File: src/hdl/ualink_stream_pkg.sv
// stream word layout shared by all queues and the egress port; 64-bit data only, no tuser

package ualink_stream_pkg;

   // word width on every ingress queue and on the egress port
   parameter int data_width = 64;

   // one keep bit per data byte
   parameter int keep_width = data_width / 8;

   // one stream word, handshake travels separately
   typedef struct packed {
      logic [data_width-1:0] data;   // command word or payload
      logic [keep_width-1:0] keep;   // byte qualifiers, passed through untouched
      logic                  last;   // end of packet
   } beat_t;

endpackage

File: src/hdl/ualink_cmd_pkg.sv
// command word layout and opcodes; compile after ualink_stream_pkg, only 0xEF and 0xEE are decoded

package ualink_cmd_pkg;

   // opcodes carried in bits 15..8
   parameter logic [7:0] op_write = 8'hEF;   // store the word, forward it unchanged
   parameter logic [7:0] op_read  = 8'hEE;   // forward the store entry instead

   // command store geometry
   parameter int store_addr_width = 8;
   parameter int store_depth      = 1 << store_addr_width;

   // addr, opcode and flags are one byte each
   parameter int field_width = 8;

   // command fields, msb first
   typedef struct packed {
      logic [ualink_stream_pkg::data_width-3*field_width-1:0] payload;  // 63..24
      logic [store_addr_width-1:0]                            addr;     // 23..16
      logic [field_width-1:0]                                 opcode;   // 15..8
      logic [field_width-1:0]                                 flags;    // 7..0
   } cmd_fields_t;

   // the same egress word, seen as plain data or as a command
   typedef union packed {
      logic [ualink_stream_pkg::data_width-1:0] raw;
      cmd_fields_t                              fields;
   } cmd_word_u;

endpackage

File: src/hdl/command_engine.sv
// command decode on the egress word; a read waits one cycle for its lookup, other words pass at once

module command_engine (
   input  logic                                        axi_aclk,
   input  logic                                        axi_resetn,
   input  ualink_stream_pkg::beat_t                    head_beat,
   input  logic                                        head_valid,
   output logic                                        head_pop,
   output ualink_stream_pkg::beat_t                    m_axis_beat,
   output logic                                        m_axis_tvalid,
   input  logic                                        m_axis_tready,
   output logic                                        store_wr_en,
   output logic                                        store_rd_en,
   output logic [ualink_cmd_pkg::store_addr_width-1:0] store_addr,
   output ualink_cmd_pkg::cmd_word_u                   store_wr_data,
   input  ualink_cmd_pkg::cmd_word_u                   store_rd_data
);

   ualink_cmd_pkg::cmd_word_u head_cmd;

   logic is_write;
   logic is_read;
   logic lookup_done;   // rd_data already holds this read's entry
   logic accept;

   // head word seen as a command
   assign head_cmd.raw = head_beat.data;

   assign is_write = head_valid && (head_cmd.fields.opcode == ualink_cmd_pkg::op_write);
   assign is_read  = head_valid && (head_cmd.fields.opcode == ualink_cmd_pkg::op_read);

   // reads stay off the egress during the lookup cycle
   assign m_axis_tvalid = head_valid && (!is_read || lookup_done);
   assign accept        = m_axis_tvalid && m_axis_tready;
   assign head_pop      = accept;

   // write lands once, on acceptance, so stalls do not repeat it
   assign store_wr_en   = accept && is_write;
   assign store_rd_en   = is_read && !lookup_done;   // one lookup per read word
   assign store_addr    = head_cmd.fields.addr;
   assign store_wr_data = head_cmd;

   always_ff @(posedge axi_aclk) begin
      if (!axi_resetn) begin
         lookup_done <= 1'b0;
      end else if (accept) begin
         lookup_done <= 1'b0;
      end else if (store_rd_en) begin
         lookup_done <= 1'b1;
      end
   end

   // reads carry the stored word, keep and last come from the read itself
   always_comb begin
      m_axis_beat = head_beat;
      if (is_read) begin
         m_axis_beat.data = store_rd_data.raw;
      end
   end

   // AXI-Stream hold rule, relies on the arbiter keeping the grant and the store holding rd_data
   a_beat_stable : assert property (
      @(posedge axi_aclk) disable iff (!axi_resetn)
      (m_axis_tvalid && !m_axis_tready) |=> (m_axis_tvalid && $stable(m_axis_beat))
   );

endmodule

File: config.mk
export PLATFORM = sky130hd
export DESIGN_NAME = command_engine
export DESIGN_NICKNAME = d
export VERILOG_FILES = /design/src/hdl/ualink_stream_pkg.sv /design/src/hdl/ualink_cmd_pkg.sv /design/src/hdl/command_engine.sv
export SDC_FILE = /design/constraint.sdc
export NUM_CORES = 1
export LEC_CHECK = 0
export BUFFER_PORTS_ARGS = -buffer_cell sky130_fd_sc_hd__buf_2
export CORE_AREA = 2 2 113 115
export DETAILED_ROUTE_END_ITERATION = 10
export DIE_AREA = 0 0 115 117
export SLEW_MARGIN = 40
export SYNTH_ARGS = -nofsm -noshare
export SYNTH_HDL_FRONTEND = slang
export SYNTH_SLANG_ARGS = --single-unit
File: constraint.sdc
create_clock -name axi_aclk -period 1.5 [get_ports axi_aclk]
set_input_delay 0.15 -clock axi_aclk [delete_from_list [all_inputs] [get_ports axi_aclk]]
set_output_delay 0.15 -clock axi_aclk [all_outputs]
set_load 0.02 [all_outputs]
==> run metrics <==
Port Buffers 271; Chip Width 115 microns; full die area 13500 sq um; area grow syn2layout 119%; Mapped Nets 307; CORE AREA 12300 sq um; post-route setup TNS -3.87 ns; largest family of logic cells by synthesized area buffers and inverters; CP Cell Sequence buf_6, nand4b_4, nor3_4, buf_8, clkbuf_16, mux2_2, buf_6; Detailed Place HPWL 5.79 mm; crit start category primary input; Worst Setup EP m_axis_beat[38]; Synth Cell Area 1520 sq um; WL/cell 15.3 microns; Iter 0 DRT Violations 31; Most flops, register lookup_done; total power draw 995 uW; vias in the first global route 1627; non-filler cells, final 522; Setup crit start head_beat[21]; Crit Path Class primary input to primary output; clock latency on the worst-skew pair 0 ns; Req. time, crit path 1.35 ns; total grt overflow 0; clk_skew 0 ns; area share of fa/ha/maj cells after synthesis 0%; Peak VDD IR 0.110 mV; first-pass GRT wire length 8.47 mm; nets@finish 515; vias per cell 3.79; P per Cell Area 299 nW/um^2; pin count of the biggest net entering global routing 17; Yosys cell types 19; post-synthesis instance total 166; setup slack, reg-to-reg 0.74 ns; min-delay worst type primary input to primary output; Setup-failing EPs final 53; crit-path max FO 8; number of I/O pins 290; f_max 0.617 GHz; sequential element share of the synthesized area 1.32%; # hold bufs at CTS 0; XOR/XNOR Fraction of Synth Area 0%; Arr. time, crit path 1.47 ns; Avg Cell Area, Syn 9.13 sq um; Max-Cap Viols 0; DRT antenna net count 0; dpl cells 510; critical path's slowest cell mux2_2; Fin. Hold Viols 0; post-synthesis mux area share 44.6%; Final period util 108%; post-synthesis compound-gate area fraction 3.14%; Slew @ Worst Pin 0.302 ns; max FFs per register 1; initial core utilization 12.3%; Top cell by count, worst path buf_6; Worst R2R Start lookup_done$_SDFFE_PP0P_; outcome finished, violations left; max-slew violations 0; Vias 1978; Simple-Gate Fraction of Synth Area 6.11%; worst setup margin -0.120 ns; yosys synthesis warning count 0; aggregate global-route resource usage 8.06%; GPL Wtd Cong 0.721; top flop regs lookup_done (1); layout cell share with drive strength beyond 1 96.2%; Yosys reg bits 1; Routed WL 7.96 mm; P_leak 0.00183 uW; CP peak stage delay 0.34 ns; ant diodes 0; R2R Path End lookup_done$_SDFFE_PP0P_; Crit. End Element primary output; failing checks negative setup slack; RSZ-0062 raised after global routing yes; Die Y-Extent 117 microns; worst-case reg-to-reg path depth 2; site row count 41; drt pass-1 iters 4; Max-slew headroom 79.7%; Final min period 1.62 ns; initial antenna violation count 0; DRC viols 0
-- cells by family (layout without fill, tap and decap cells) --
group,count (synthesis),count (layout)
compound gates,5,5
buf+inv,88,294
flops,1,1
mux,60,60
simple gates,12,12
-- worst min path at each step --
| stage | cells after the start | to | start | slack (ns) |
|---|---|---|---|---|
| after floorplan | 1 | lookup_done$_SDFFE_PP0P_ | axi_resetn | 0.28 |
| after global placement | 0 | m_axis_beat[2] | head_beat[2] | 0.30 |
| after detailed placement | 0 | m_axis_beat[2] | head_beat[2] | 0.30 |
| after CTS | 0 | m_axis_beat[2] | head_beat[2] | 0.30 |
| after global routing | 0 | m_axis_beat[7] | head_beat[7] | 0.30 |
| final | 0 | m_axis_beat[5] | head_beat[5] | 0.30 |
-- cells in the mapped netlist, drive strengths merged --
library cell,number,area [sq um]
nor4,2,12.5
nand4,1,12.5
a21o,2,15.0
nor3,1,16.3
nand3,1,5.00
nand2,1,3.75
and3,1,6.26
clkbuf,1,3.75
nand3b,1,7.51
dfxtp,1,20.0
mux2,60,676
o41a,2,22.5
nor2b,1,6.26
nand4b,1,15.0
nor2,2,7.51
o211a,1,10.0
buf,87,676
-- routing by layer --
metal / part of all wire [%] / vias up / global-route usage (%)
met5: 0 / - / 0
met4: 0.11 / 0 / 0.0803
met3: 7.4 / 2 / 0.515
met2: 54 / 133 / 16.1
met1: 38 / 924 / 10.0
li1: - / 919 / -
-- repair_timing --
item,4_1_cts,5_1_grt
endpoints found under the setup margin,60,61
cloned,2,3
setup buffers,6,2
gates resized for setup,45,147
pin swaps,2,2
-- metrics by stage --
step                setup slack (ns)  utilization (%)  instance area (sq um)  hold slack (ns)
floorplan                    -0.0177                -                   1520            0.283
global placement              -0.198             20.2                   2490            0.300
detailed placement            -0.218             20.2                   2490            0.300
CTS                           -0.181             22.5                   2770            0.300
global route                  -0.194             27.0                   3320            0.300
finish                        -0.120             27.0                   3320            0.300
-- power breakdown --
group	switching, uW	internal, uW
Combinational	482	485
Sequential	0.0953	27.2
Clock	0	0
-- worst max-delay path, delay by kind of cell --
family | cells | cell delay, ns
buf+inv | 4 | 0.61
simple gates | 2 | 0.36
mux | 1 | 0.34
-- cell usage in the layout, fill, tap and decap left out --
cell	n
nand4b_4	1
nand3_1	1
nand2_1	1
o211a_1	1
buf_8	1
nor2b_1	1
nand3b_1	1
nor4_1	1
and3_1	1
o41a_1	2
buf_4	14
mux2_4	54
nor2_1	2
nand4_4	1
nor3_4	1
clkbuf_16	3
a21o_1	2
buf_2	206
nor4_2	1
mux2_2	6
buf_16	1
dfxtp_1	1
buf_6	64
buf_12	5
-- layout make-up --
cell class | instances | area, sq um
fillers | 1314 | 8990
well taps | 150 | 188
multi-input cells | 77 | 1040
repair buffers | 294 | 2070
flip-flops and latches | 1 | 20.0
Power figures use the tool's default switching activity.
