==> src/hdl/ualink_stream_pkg.sv <==
// stream word layout shared by all queues and the egress port; 64-bit data only, no tuser

package ualink_stream_pkg;

   // word width on every ingress queue and on the egress port
   parameter int data_width = 64;

   // one keep bit per data byte
   parameter int keep_width = data_width / 8;

   // one stream word, handshake travels separately
   typedef struct packed {
      logic [data_width-1:0] data;   // command word or payload
      logic [keep_width-1:0] keep;   // byte qualifiers, passed through untouched
      logic                  last;   // end of packet
   } beat_t;

endpackage

==> src/hdl/queue_arbiter.sv <==
// round-robin packet arbiter; a grant lasts a whole packet, a stalled packet blocks the others

module queue_arbiter #(
   parameter int num_queues = 2
) (
   input  logic                     axi_aclk,
   input  logic                     axi_resetn,
   input  ualink_stream_pkg::beat_t heads [num_queues],
   input  logic [num_queues-1:0]    empties,
   output ualink_stream_pkg::beat_t head_beat,
   output logic                     head_valid,
   input  logic                     head_pop,
   output logic [num_queues-1:0]    pops
);

   localparam int sel_width = (num_queues > 1) ? $clog2(num_queues) : 1;

   logic [sel_width-1:0] cur_queue;
   logic [sel_width-1:0] next_queue;
   logic                 in_packet;   // first word popped, last not yet
   logic                 last_pop;
   logic                 advance;

   // granted head to the engine, pop back to the same queue
   assign head_beat  = heads[cur_queue];
   assign head_valid = !empties[cur_queue];

   always_comb begin
      pops            = '0;
      pops[cur_queue] = head_pop;
   end

   assign last_pop = head_pop && head_beat.last;
   assign advance  = last_pop || (!in_packet && empties[cur_queue]);

   // nearest non-empty queue above the current one, wrapping; stay if none
   always_comb begin
      int cand;
      next_queue = cur_queue;
      for (int k = num_queues - 1; k >= 1; k--) begin
         cand = int'(cur_queue) + k;
         if (cand >= num_queues) begin
            cand = cand - num_queues;
         end
         if (!empties[cand]) begin
            next_queue = sel_width'(cand);   // smaller k wins
         end
      end
   end

   always_ff @(posedge axi_aclk) begin
      if (!axi_resetn) begin
         cur_queue <= '0;
         in_packet <= 1'b0;
      end else begin
         if (advance) begin
            cur_queue <= next_queue;
         end
         if (head_pop) begin
            in_packet <= !head_beat.last;
         end
      end
   end

   // packets from different queues never interleave on the egress, from the first pop on
   a_grant_held : assert property (
      @(posedge axi_aclk) disable iff (!axi_resetn)
      ((in_packet || head_pop) && !last_pop) |=> $stable(cur_queue)
   );

endmodule

==> config.mk <==
export PLATFORM = sky130hd
export DESIGN_NAME = queue_arbiter
export DESIGN_NICKNAME = d
export VERILOG_FILES = /design/src/hdl/ualink_stream_pkg.sv /design/src/hdl/queue_arbiter.sv
export SDC_FILE = /design/constraint.sdc
export NUM_CORES = 1
export LEC_CHECK = 0
export BUFFER_PORTS_ARGS = -buffer_cell sky130_fd_sc_hd__buf_2
export CORE_AREA = 2 2 87 89
export DETAILED_ROUTE_END_ITERATION = 8
export DIE_AREA = 0 0 89 91
export PLACE_DENSITY_LB_ADDON = 0.25
export SLEW_MARGIN = 20
export SYNTH_ARGS = -nofsm -noshare
export SYNTH_HDL_FRONTEND = slang
export SYNTH_SLANG_ARGS = --single-unit
==> constraint.sdc <==
create_clock -name axi_aclk -period 1.4 [get_ports axi_aclk]
set_clock_uncertainty 0.2 [all_clocks]
set_input_delay 0.21 -clock axi_aclk [delete_from_list [all_inputs] [get_ports axi_aclk]]
set_output_delay 0.21 -clock axi_aclk [all_outputs]
set_load 0.02 [all_outputs]
==> metrics.yaml, run 1 <==
synthesis:
  synthAdderAreaFrac_pct: 0
  syn_area_mm2: 0.00113
  synth_top_family_by_area: "multiplexers"
  syn_area_per_cell_um2: 11.6
  synth_simple_gate_area_share_pct: 3.33
  synth_mux_area_share_pct: 83.6
  synth_compound_area_share_pct: 1.44
  yosysUniqueCellTypes: 16
  ys_seq_area_share_pct: 3.55
  netlist_instances: 97
  synthXorXnorAreaFrac_pct: 0
  ys_warn_count: 0
  synth_nets: 248
  ys_seq_elements: 2
floorplanning:
  die_h_um: 91
  die_x_um: 89
  initial_core_util_pct: 15.8
  core-area_mm2: 0.00714
  pin_count: 227
  rows: 31
  die_area_mm2: 0.00810
timing:
  rsz0062_at_grt: "true"
  setup_viol: 77
  worstMarginPinSlew_ns: 0.164
  min_period_over_period_pct: 126
  period_minus_slack_ns: 1.77
  hold_violations: 0
  slew-limit-headroom_pct: 89.0
  fmax_mhz: 565
  fin_ws_ns: -0.369
  maxSlewViolCount: 0
routing:
  viasPerCell: 4.01
  drc: 0
  routedWlPerCell_um: 14.8
  vias: 1730
  wirelength_mm: 6.38
  ant_nets: 0
  drt_iter0_markers: 25
  detailedRoute.firstPassIterationCount: 4
layout:
  fin_nets: 484
  drive_gt1_share_pct: 96.1
  stdcell_count: 431
  nFillCells: 710
  antenna_cells: 0
  postLayoutCoreUtil_pct: 43.3
  area_growth_pct: 174
clock_tree:
  clock_sinks: 2
  hold_buffers: 0
  cts_root_buf: "clkbuf_8"
  cts_max_path_buffers: 2
  htreeDepth: 1
  path_clk_slew_ns: 0.03
  cts_tree: "built"
  clock_latency_ns: 0.21
  cts_buffers: 3
run_status:
  status: "finished with violations"
  violations: "setup timing"
global_route:
  antenna_found_initial: 0
  grt_start_max_net_pins: 34
  grt_pass1_vias: 1612
  grt_pass1_wl_mm: 7.57
  grt_remaining_overflow: 0
  grtUsageTotal_pct: 11.8
power_and_ir_drop:
  power_density_mw_per_mm2: 646
  p_leak_nw: 1.69
  vdd_drop_max_mv: 0.420
worst_hold_path:
  hold_class: "input pin to flip-flop"
place:
  io_buffers: 226
  place_inst: 417
  place_congestion: 0.762
  hpwl_mm: 4.90
worst_setup_path:
  crit_fanout: 7
  critPathLaunchType: "flip-flop"
  crit_required_ns: 0.99
  path_class: "flip-flop to output pin"
  crit_path_end_kind: "output pin"
  critPathArrivalTime_ns: 1.36
run:
  cap_violations: 0
==> final timing paths <==
check / startpoint / end / slack [ns] / cells after the start
min reg2reg: in_packet / cur_queue / 0.40 / 2
max reg2reg: cur_queue / in_packet / -0.09 / 5
min: heads[73] / cur_queue / 0.06 / 3
max: cur_queue / head_beat[45] / -0.37 / 4
==> per-layer routing <==
| layer | GRT usage [%] | up-vias | share of wire (%) |
|---|---|---|---|
| met5 | 0 | - | 0 |
| met4 | 1.87 | 0 | 0.33 |
| met3 | 2.82 | 2 | 8.3 |
| met2 | 24.1 | 97 | 59 |
| met1 | 11.7 | 796 | 33 |
| li1 | - | 835 | - |
==> through the flow <==
| step | power [mW] | setup TNS [ns] | hold WS, ns | worst slack (ns) | cell area [um2] |
|---|---|---|---|---|---|
| global placement | 1.29 | -6.21 | 0.261 | -0.122 | 2370 |
| global route | 2.10 | -26.05 | 0.0758 | -0.402 | 3090 |
| floorplan | 0.861 | -1.77 | 0.132 | -0.0347 | 1150 |
| CTS | 1.57 | -24.01 | 0.0536 | -0.357 | 2450 |
| detailed placement | 1.29 | -6.71 | 0.272 | -0.126 | 2370 |
| finish | 1.99 | -23.66 | 0.0613 | -0.369 | 3090 |
==> kinds of logic after synthesis <==
group | count (synthesis)
muxes | 75
buffers and inverters | 11
and+or+nand+nor | 7
AOI/OAI and AO/OA | 2
DFF | 2
==> state kept, by name (all words and copies together) (netlist names) <==
| register | cells |
|---|---|
| in_packet | 1 |
| cur_queue | 1 |
==> report_power, final <==
part / internal (mW) / switching (mW) / total [mW]
logic: 0.977 / 0.703 / 1.68
registers: 0.0635 / 0.00905 / 0.0726
clock network: 0.193 / 0.0490 / 0.242
total: 1.23 / 0.761 / 1.99
==> synthesized netlist by cell type <==
| cell | instances | area (um2) |
|---|---|---|
| and2_1 | 2 | 12.5 |
| buf_2 | 4 | 20.0 |
| buf_6 | 3 | 33.8 |
| buf_8 | 2 | 30.0 |
| dfxtp_1 | 2 | 40.0 |
| inv_1 | 2 | 7.51 |
| mux2_2 | 46 | 518 |
| mux2_4 | 27 | 405 |
| mux2i_1 | 2 | 20.0 |
| nand2_1 | 1 | 3.75 |
| nand3_1 | 1 | 5.00 |
| nand4_1 | 1 | 6.26 |
| nor2_1 | 1 | 3.75 |
| nor2b_1 | 1 | 6.26 |
| o2111ai_1 | 1 | 8.76 |
| o211ai_1 | 1 | 7.51 |
==> layout by cell type, fill, tap and decap left out, drive strengths merged <==
cell / instances
nand3: 1
o211ai: 1
inv: 2
nand2: 1
dfxtp: 2
nor2b: 1
mux2: 73
clkbuf: 8
nor2: 1
mux2i: 2
o2111ai: 1
nand4: 1
buf: 236
and2: 2
==> final cells by class <==
type                    count  area (um2)  share of cell area, %
clock buffers               4        45.0                   1.46
inverters                   2        7.51                  0.243
multi-input cells          84        1120                   36.3
flip-flops and latches      2        43.8                   1.42
well taps                  99         124                   4.01
repair buffers            240        1750                   56.5
==> worst max-delay path: stages, from the launching register on <==
cell and delay [ns]:
dfxtp_4 0.38, buf_6 0.15, clkbuf_16 0.16, mux2_4 0.31
buf_6 0.13
==> repair_timing <==
action,CTS,global route
buffers inserted,0,4
cloned,0,6
endpoints found under the setup margin,76,76
resized for setup,12,143
Note: power is estimated with default switching activity, not from simulation.
==> run 2, diff against run 1 <==
--- a/config.mk
+++ b/config.mk
@@ -5,11 +5,12 @@
 export SDC_FILE = /design/constraint.sdc
 export NUM_CORES = 1
 export LEC_CHECK = 0
+export ABC_AREA = 1
 export BUFFER_PORTS_ARGS = -buffer_cell sky130_fd_sc_hd__buf_2
 export CORE_AREA = 2 2 87 89
 export DETAILED_ROUTE_END_ITERATION = 8
 export DIE_AREA = 0 0 89 91
-export PLACE_DENSITY_LB_ADDON = 0.25
+export PLACE_DENSITY = 0.55
 export SLEW_MARGIN = 20
 export SYNTH_ARGS = -nofsm -noshare
 export SYNTH_HDL_FRONTEND = slang
==> metrics.yaml, run 2 <==
place:
  hpwl_mm: 4.67
  io_buffers: 226
  placed_area_mm2: 0.00233
  place_congestion: 0.750
layout:
  regArea_um2: 43.8
  final_common_cell: "nand2_1"
  drive_gt1_share_pct: 50.5
  final_cell_mix: "224 x nand2_1, 165 x buf_2, 44 x buf_6, 19 x buf_4, 8 x inv_1"
  multiInputGateArea_um2: 896
  reg_top3: "cur_queue (1), in_packet (1)"
  antenna_cells: 0
  nFillCells: 770
  area_growth_pct: 146
  fin_nets: 636
  finalInstanceArea_mm2: 0.00276
worst_setup_path:
  crit_path_end_kind: "output pin"
  cpMaxStageDelayCell: "dfxtp_4"
  critPathLaunchType: "flip-flop"
  crit_required_ns: 0.99
  crit_path_frequent_cell: "nand2_1"
  critical-path-max-stage-delay_ns: 0.37
  crit_chain: "inv_8 -> buf_12 -> nand2_1 -> nand2_1 -> buf_2"
  crit_fanout: 20
  path_class: "flip-flop to output pin"
  critPathArrivalTime_ns: 1.14
global_route:
  antenna_found_initial: 0
  grtUsageTotal_pct: 13.0
  grt_start_max_net_pins: 36
  grt_pass1_wl_mm: 8.65
  grt_remaining_overflow: 0
  grt_pass1_vias: 2037
floorplanning:
  rows: 31
  die_area_mm2: 0.00810
  initial_core_util_pct: 15.7
  pin_count: 227
  die_h_um: 91
  die_x_um: 89
  core-area_mm2: 0.00714
synthesis:
  synth_area_leaders: "nand2_1 76%, buf_6 9.0%, buf_4 4.0%"
  ys_seq_area_share_pct: 3.57
  yosysUniqueCellTypes: 11
  synth-edff-count: 0
  syn_area_mm2: 0.00112
  synth_nets: 413
  synth_top_cell_by_area: "nand2_1"
  yosysTopAreaCellShare_pct: 76.0
  async_flop_share_pct: 0
  yosysMostFrequentCell: "nand2_1"
  netlist_top_cells_count: "227 x nand2_1, 9 x buf_6, 8 x inv_1"
  synthFlopType: "dfxtp_1"
  syn_area_per_cell_um2: 4.28
  ys_warn_count: 0
  netlist_instances: 262
  ys_seq_elements: 2
routing:
  detailedRoute.firstPassIterationCount: 4
  drt_iter0_markers: 47
  wirelength_mm: 6.18
  viasPerCell: 4.02
  ant_nets: 0
  routedWlPerCell_um: 10.6
  drc: 0
  vias: 2337
timing:
  period_minus_slack_ns: 1.55
  rsz0062_at_grt: "true"
  slew-limit-headroom_pct: 88.8
  fin_ws_ns: -0.148
  worstMarginPinSlew_ns: 0.168
  maxSlewViolCount: 0
  hold_ws_ns: 0.0465
  fmax_mhz: 646
  min_period_over_period_pct: 111
  hold_violations: 0
  setup_viol: 76
power_and_ir_drop:
  power_density_mw_per_mm2: 690
  p_leak_nw: 1.84
  vdd_drop_max_mv: 0.437
clock_tree:
  cts_buffers: 3
  cts_root_buf: "clkbuf_8"
  clock_sinks: 2
  path_clk_slew_ns: 0.03
  cts_tree: "built"
  htreeDepth: 1
  cts_max_path_buffers: 2
  clock_latency_ns: 0.21
worst_hold_path:
  hold_class: "input pin to flip-flop"
run_status:
  status: "finished with violations"
  violations: "setup timing"
run:
  cap_violations: 0
==> run 2: changes by cell type in the layout (fill, tap and decap cells not counted), moves of 4 or more <==
cell	before	now
mux2_4	55	0
buf_6	57	44
mux2_2	18	0
buf_2	169	165
nand2_1	1	224
buf_4	3	19
inv_1	2	8
==> run 2: critical path, delay by kind of cell, from the launching register on <==
kind	cells	cell delay, ns
buf+inv	3	0.43
simple gates	2	0.12
flops	1	0.37
==> run 2: cell families after synthesis <==
kind of cell	count (synthesis)	synth area share, %
flops	2	3.57
compound gates	2	0.893
buf+inv	26	17.2
simple gates	232	78.3
==> run 2: final cells by class <==
type,instances,share of cell area [%]
flip-flops and latches,2,1.59
multi-input cells,234,32.4
well taps,99,4.48
repair buffers,235,58.5
inverters,9,1.49
clock buffers,3,1.49
==> run 2: routing by layer <==
metal | routed length (um) | part of all wire (%) | track usage [%]
met1 | 2210 | 36 | 13.3
met2 | 3320 | 54 | 26.4
met3 | 610 | 9.9 | 2.09
met4 | 29 | 0.47 | 2.61
met5 | 0 | 0 | 0
==> run 2: through the flow <==
step | utilization, % | cells | worst slack (ns) | total power, mW | setup TNS, ns
final | 38.7 | 582 | -0.148 | 1.91 | -8.82
after global routing | 38.7 | 582 | -0.230 | 2.06 | -13.71
after CTS | 38.6 | 582 | -0.176 | 1.93 | -11.10
after detailed placement | 32.6 | 576 | 0.0139 | 1.38 | 0
after global placement | 32.6 | 576 | 0.0136 | 1.37 | 0
after floorplan | - | 262 | 0.0803 | 0.865 | 0
==> run 2: report_power, final <==
part | switching (mW) | internal [mW]
sequential | 0.0112 | 0.0638
clock | 0.0410 | 0.181
combinational | 0.853 | 0.755
==> run 2: final timing paths <==
path | from | end | slack, ns | depth (start not counted)
setup / recovery | cur_queue | head_beat[1] | -0.15 | 5
hold / removal | axi_resetn | cur_queue | 0.05 | 3
setup reg to reg | cur_queue | cur_queue | 0.08 | 6
hold reg to reg | in_packet | in_packet | 0.25 | 2
==> run 2: repair_timing <==
item                                    in CTS  in global routing
setup buffers                                1                  0
gates resized for setup                    110                  3
hold buffers                                 0                  0
endpoints found under the hold margin        0                  0
endpoints found under the setup margin      76                 77
gates cloned                                 2                  1
==> run 3, diff against run 2 <==
--- a/config.mk
+++ b/config.mk
@@ -7,10 +7,13 @@
 export LEC_CHECK = 0
 export ABC_AREA = 1
 export BUFFER_PORTS_ARGS = -buffer_cell sky130_fd_sc_hd__buf_2
-export CORE_AREA = 2 2 87 89
+export CELL_PAD_IN_SITES_DETAIL_PLACEMENT = 1
+export CELL_PAD_IN_SITES_GLOBAL_PLACEMENT = 1
+export CORE_MARGIN = 1
+export CORE_UTILIZATION = 11
 export DETAILED_ROUTE_END_ITERATION = 8
-export DIE_AREA = 0 0 89 91
-export PLACE_DENSITY = 0.55
+export PLACE_DENSITY = 0.76
+export SKIP_CTS_REPAIR_TIMING = 1
 export SLEW_MARGIN = 20
 export SYNTH_ARGS = -nofsm -noshare
 export SYNTH_HDL_FRONTEND = slang
==> metrics.yaml, run 3 (synthesized netlist as in run 2, its figures left out) <==
run_status:
  status: "finished with violations"
  violations: "setup timing"
worst_setup_path:
  crit_start: "cur_queue"
  crit_path_end_kind: "output pin"
  path_class: "flip-flop to output pin"
  rrSetupSlack_ns: 0.04
  crit_fanout: 19
  critPathArrivalTime_ns: 1.18
  reg2reg_from: "cur_queue"
  critical-path-max-stage-delay_ns: 0.44
  crit_chain: "inv_8 -> buf_12 -> nand2_1 -> nand2_1 -> buf_4"
  critPathLaunchType: "flip-flop"
  cpMaxStageDelayCell: "dfxtp_4"
  crit_path_frequent_cell: "nand2_1"
  crit_required_ns: 0.99
  r2r-end: "cur_queue"
  r2r_cells: 8
  endpoint: "head_beat[56]"
routing:
  dr_wl_met2_mm: 4.03
  drt-met1-wl_mm: 2.68
  drt_iter0_markers: 27
  viasPerCell: 3.85
  drc: 0
  ant_nets: 0
  vias: 2369
  detailedRoute.firstPassIterationCount: 4
  wirelength_mm: 7.19
  routedWlPerCell_um: 11.7
  routed-wl-met3_um: 440
  top_layer: "met4"
floorplanning:
  rows: 36
  pin_count: 227
  initial_core_util_pct: 11.4
  die_h_um: 103
  core-area_mm2: 0.00982
  die_area_mm2: 0.0106
  die_x_um: 103
worst_hold_path:
  hold_class: "input pin to flip-flop"
timing:
  slew-limit-headroom_pct: 87.7
  rsz0062_at_grt: "true"
  hold_violations: 0
  min_period_over_period_pct: 114
  maxSlewViolCount: 0
  worstMarginPinSlew_ns: 0.185
  fin_ws_ns: -0.194
  period_minus_slack_ns: 1.59
  timing.setup.tns_ns: -12.51
  setup_viol: 76
  fmax_mhz: 628
layout:
  drive_gt1_share_pct: 52.0
  final_cell_mix: "221 x nand2_1, 205 x buf_2, 19 x buf_4, 6 x inv_1"
  postLayoutCoreUtil_pct: 26.5
  final_common_cell: "nand2_1"
  area_growth_pct: 132
  antenna_cells: 0
  fin_nets: 636
  reg_top3: "cur_queue (1), in_packet (1)"
place:
  place_congestion: 0.681
  io_buffers: 226
  place_ws_ns: -0.00591
  hpwl_mm: 5.67
global_route:
  grt_remaining_overflow: 0
  grt_pass1_vias: 2064
  grt_start_max_net_pins: 42
  grt_pass1_wl_mm: 8.65
  grtUsageTotal_pct: 9.99
  antenna_found_initial: 0
power_and_ir_drop:
  vdd_drop_max_mv: 0.262
  p_leak_nw: 1.78
  total_power_mw: 1.76
  power_density_mw_per_mm2: 677
clock_tree:
  cts_root_buf: "clkbuf_8"
  cts_buffers: 3
  clock_sinks: 2
  cts_tree: "built"
  clock_latency_ns: 0.21
  path_clk_slew_ns: 0.03
  cts_max_path_buffers: 2
  htreeDepth: 1
run:
  cap_violations: 0
[run 3: how the worst min path moves through the flow]
stage,startpoint,endpoint,cells after the start
after global routing,axi_resetn,cur_queue,3
after global placement,in_packet,in_packet,2
final,axi_resetn,in_packet,3
after CTS,axi_resetn,cur_queue,3
after floorplan,axi_resetn,in_packet,2
after detailed placement,in_packet,in_packet,2
[run 3: critical path: cells and delay by family, from the launching register on]
kind          cells  cell delay (ns)
flops             1             0.44
buf+inv           3             0.38
simple gates      2             0.14
[run 3: routing by layer]
layer	track usage [%]	up-vias
met1	10.4	1057
met3	1.08	4
li1	-	1208
met4	2.17	0
met2	20.9	100
met5	0	-
[run 3: where the power goes]
part | internal [mW] | switching (mW) | total, mW
registers | 0.0638 | 0.0158 | 0.0796
logic | 0.602 | 0.854 | 1.46
clock network | 0.181 | 0.0418 | 0.223
[run 3: final cells by class]
| cell class | instances | area [um2] |
|---|---|---|
| multi-input cells | 234 | 925 |
| fillers | 1385 | 7220 |
| repair buffers | 235 | 1380 |
| well taps | 133 | 166 |
| flip-flops and latches | 2 | 43.8 |
| inverters | 9 | 41.3 |
| clock buffers | 3 | 41.3 |
[run 3: through the flow]
| stage | instance area [um2] | cells | hold slack (ns) |
|---|---|---|---|
| 2_1_floorplan | 1120 | 262 | 0.133 |
| 6_report | 2600 | 616 | 0.0499 |
| 3_3_place_gp | 2350 | 609 | 0.248 |
| 4_1_cts | 2390 | 612 | 0.0391 |
| 5_1_grt | 2600 | 616 | 0.0563 |
| 3_5_place_dp | 2350 | 609 | 0.249 |
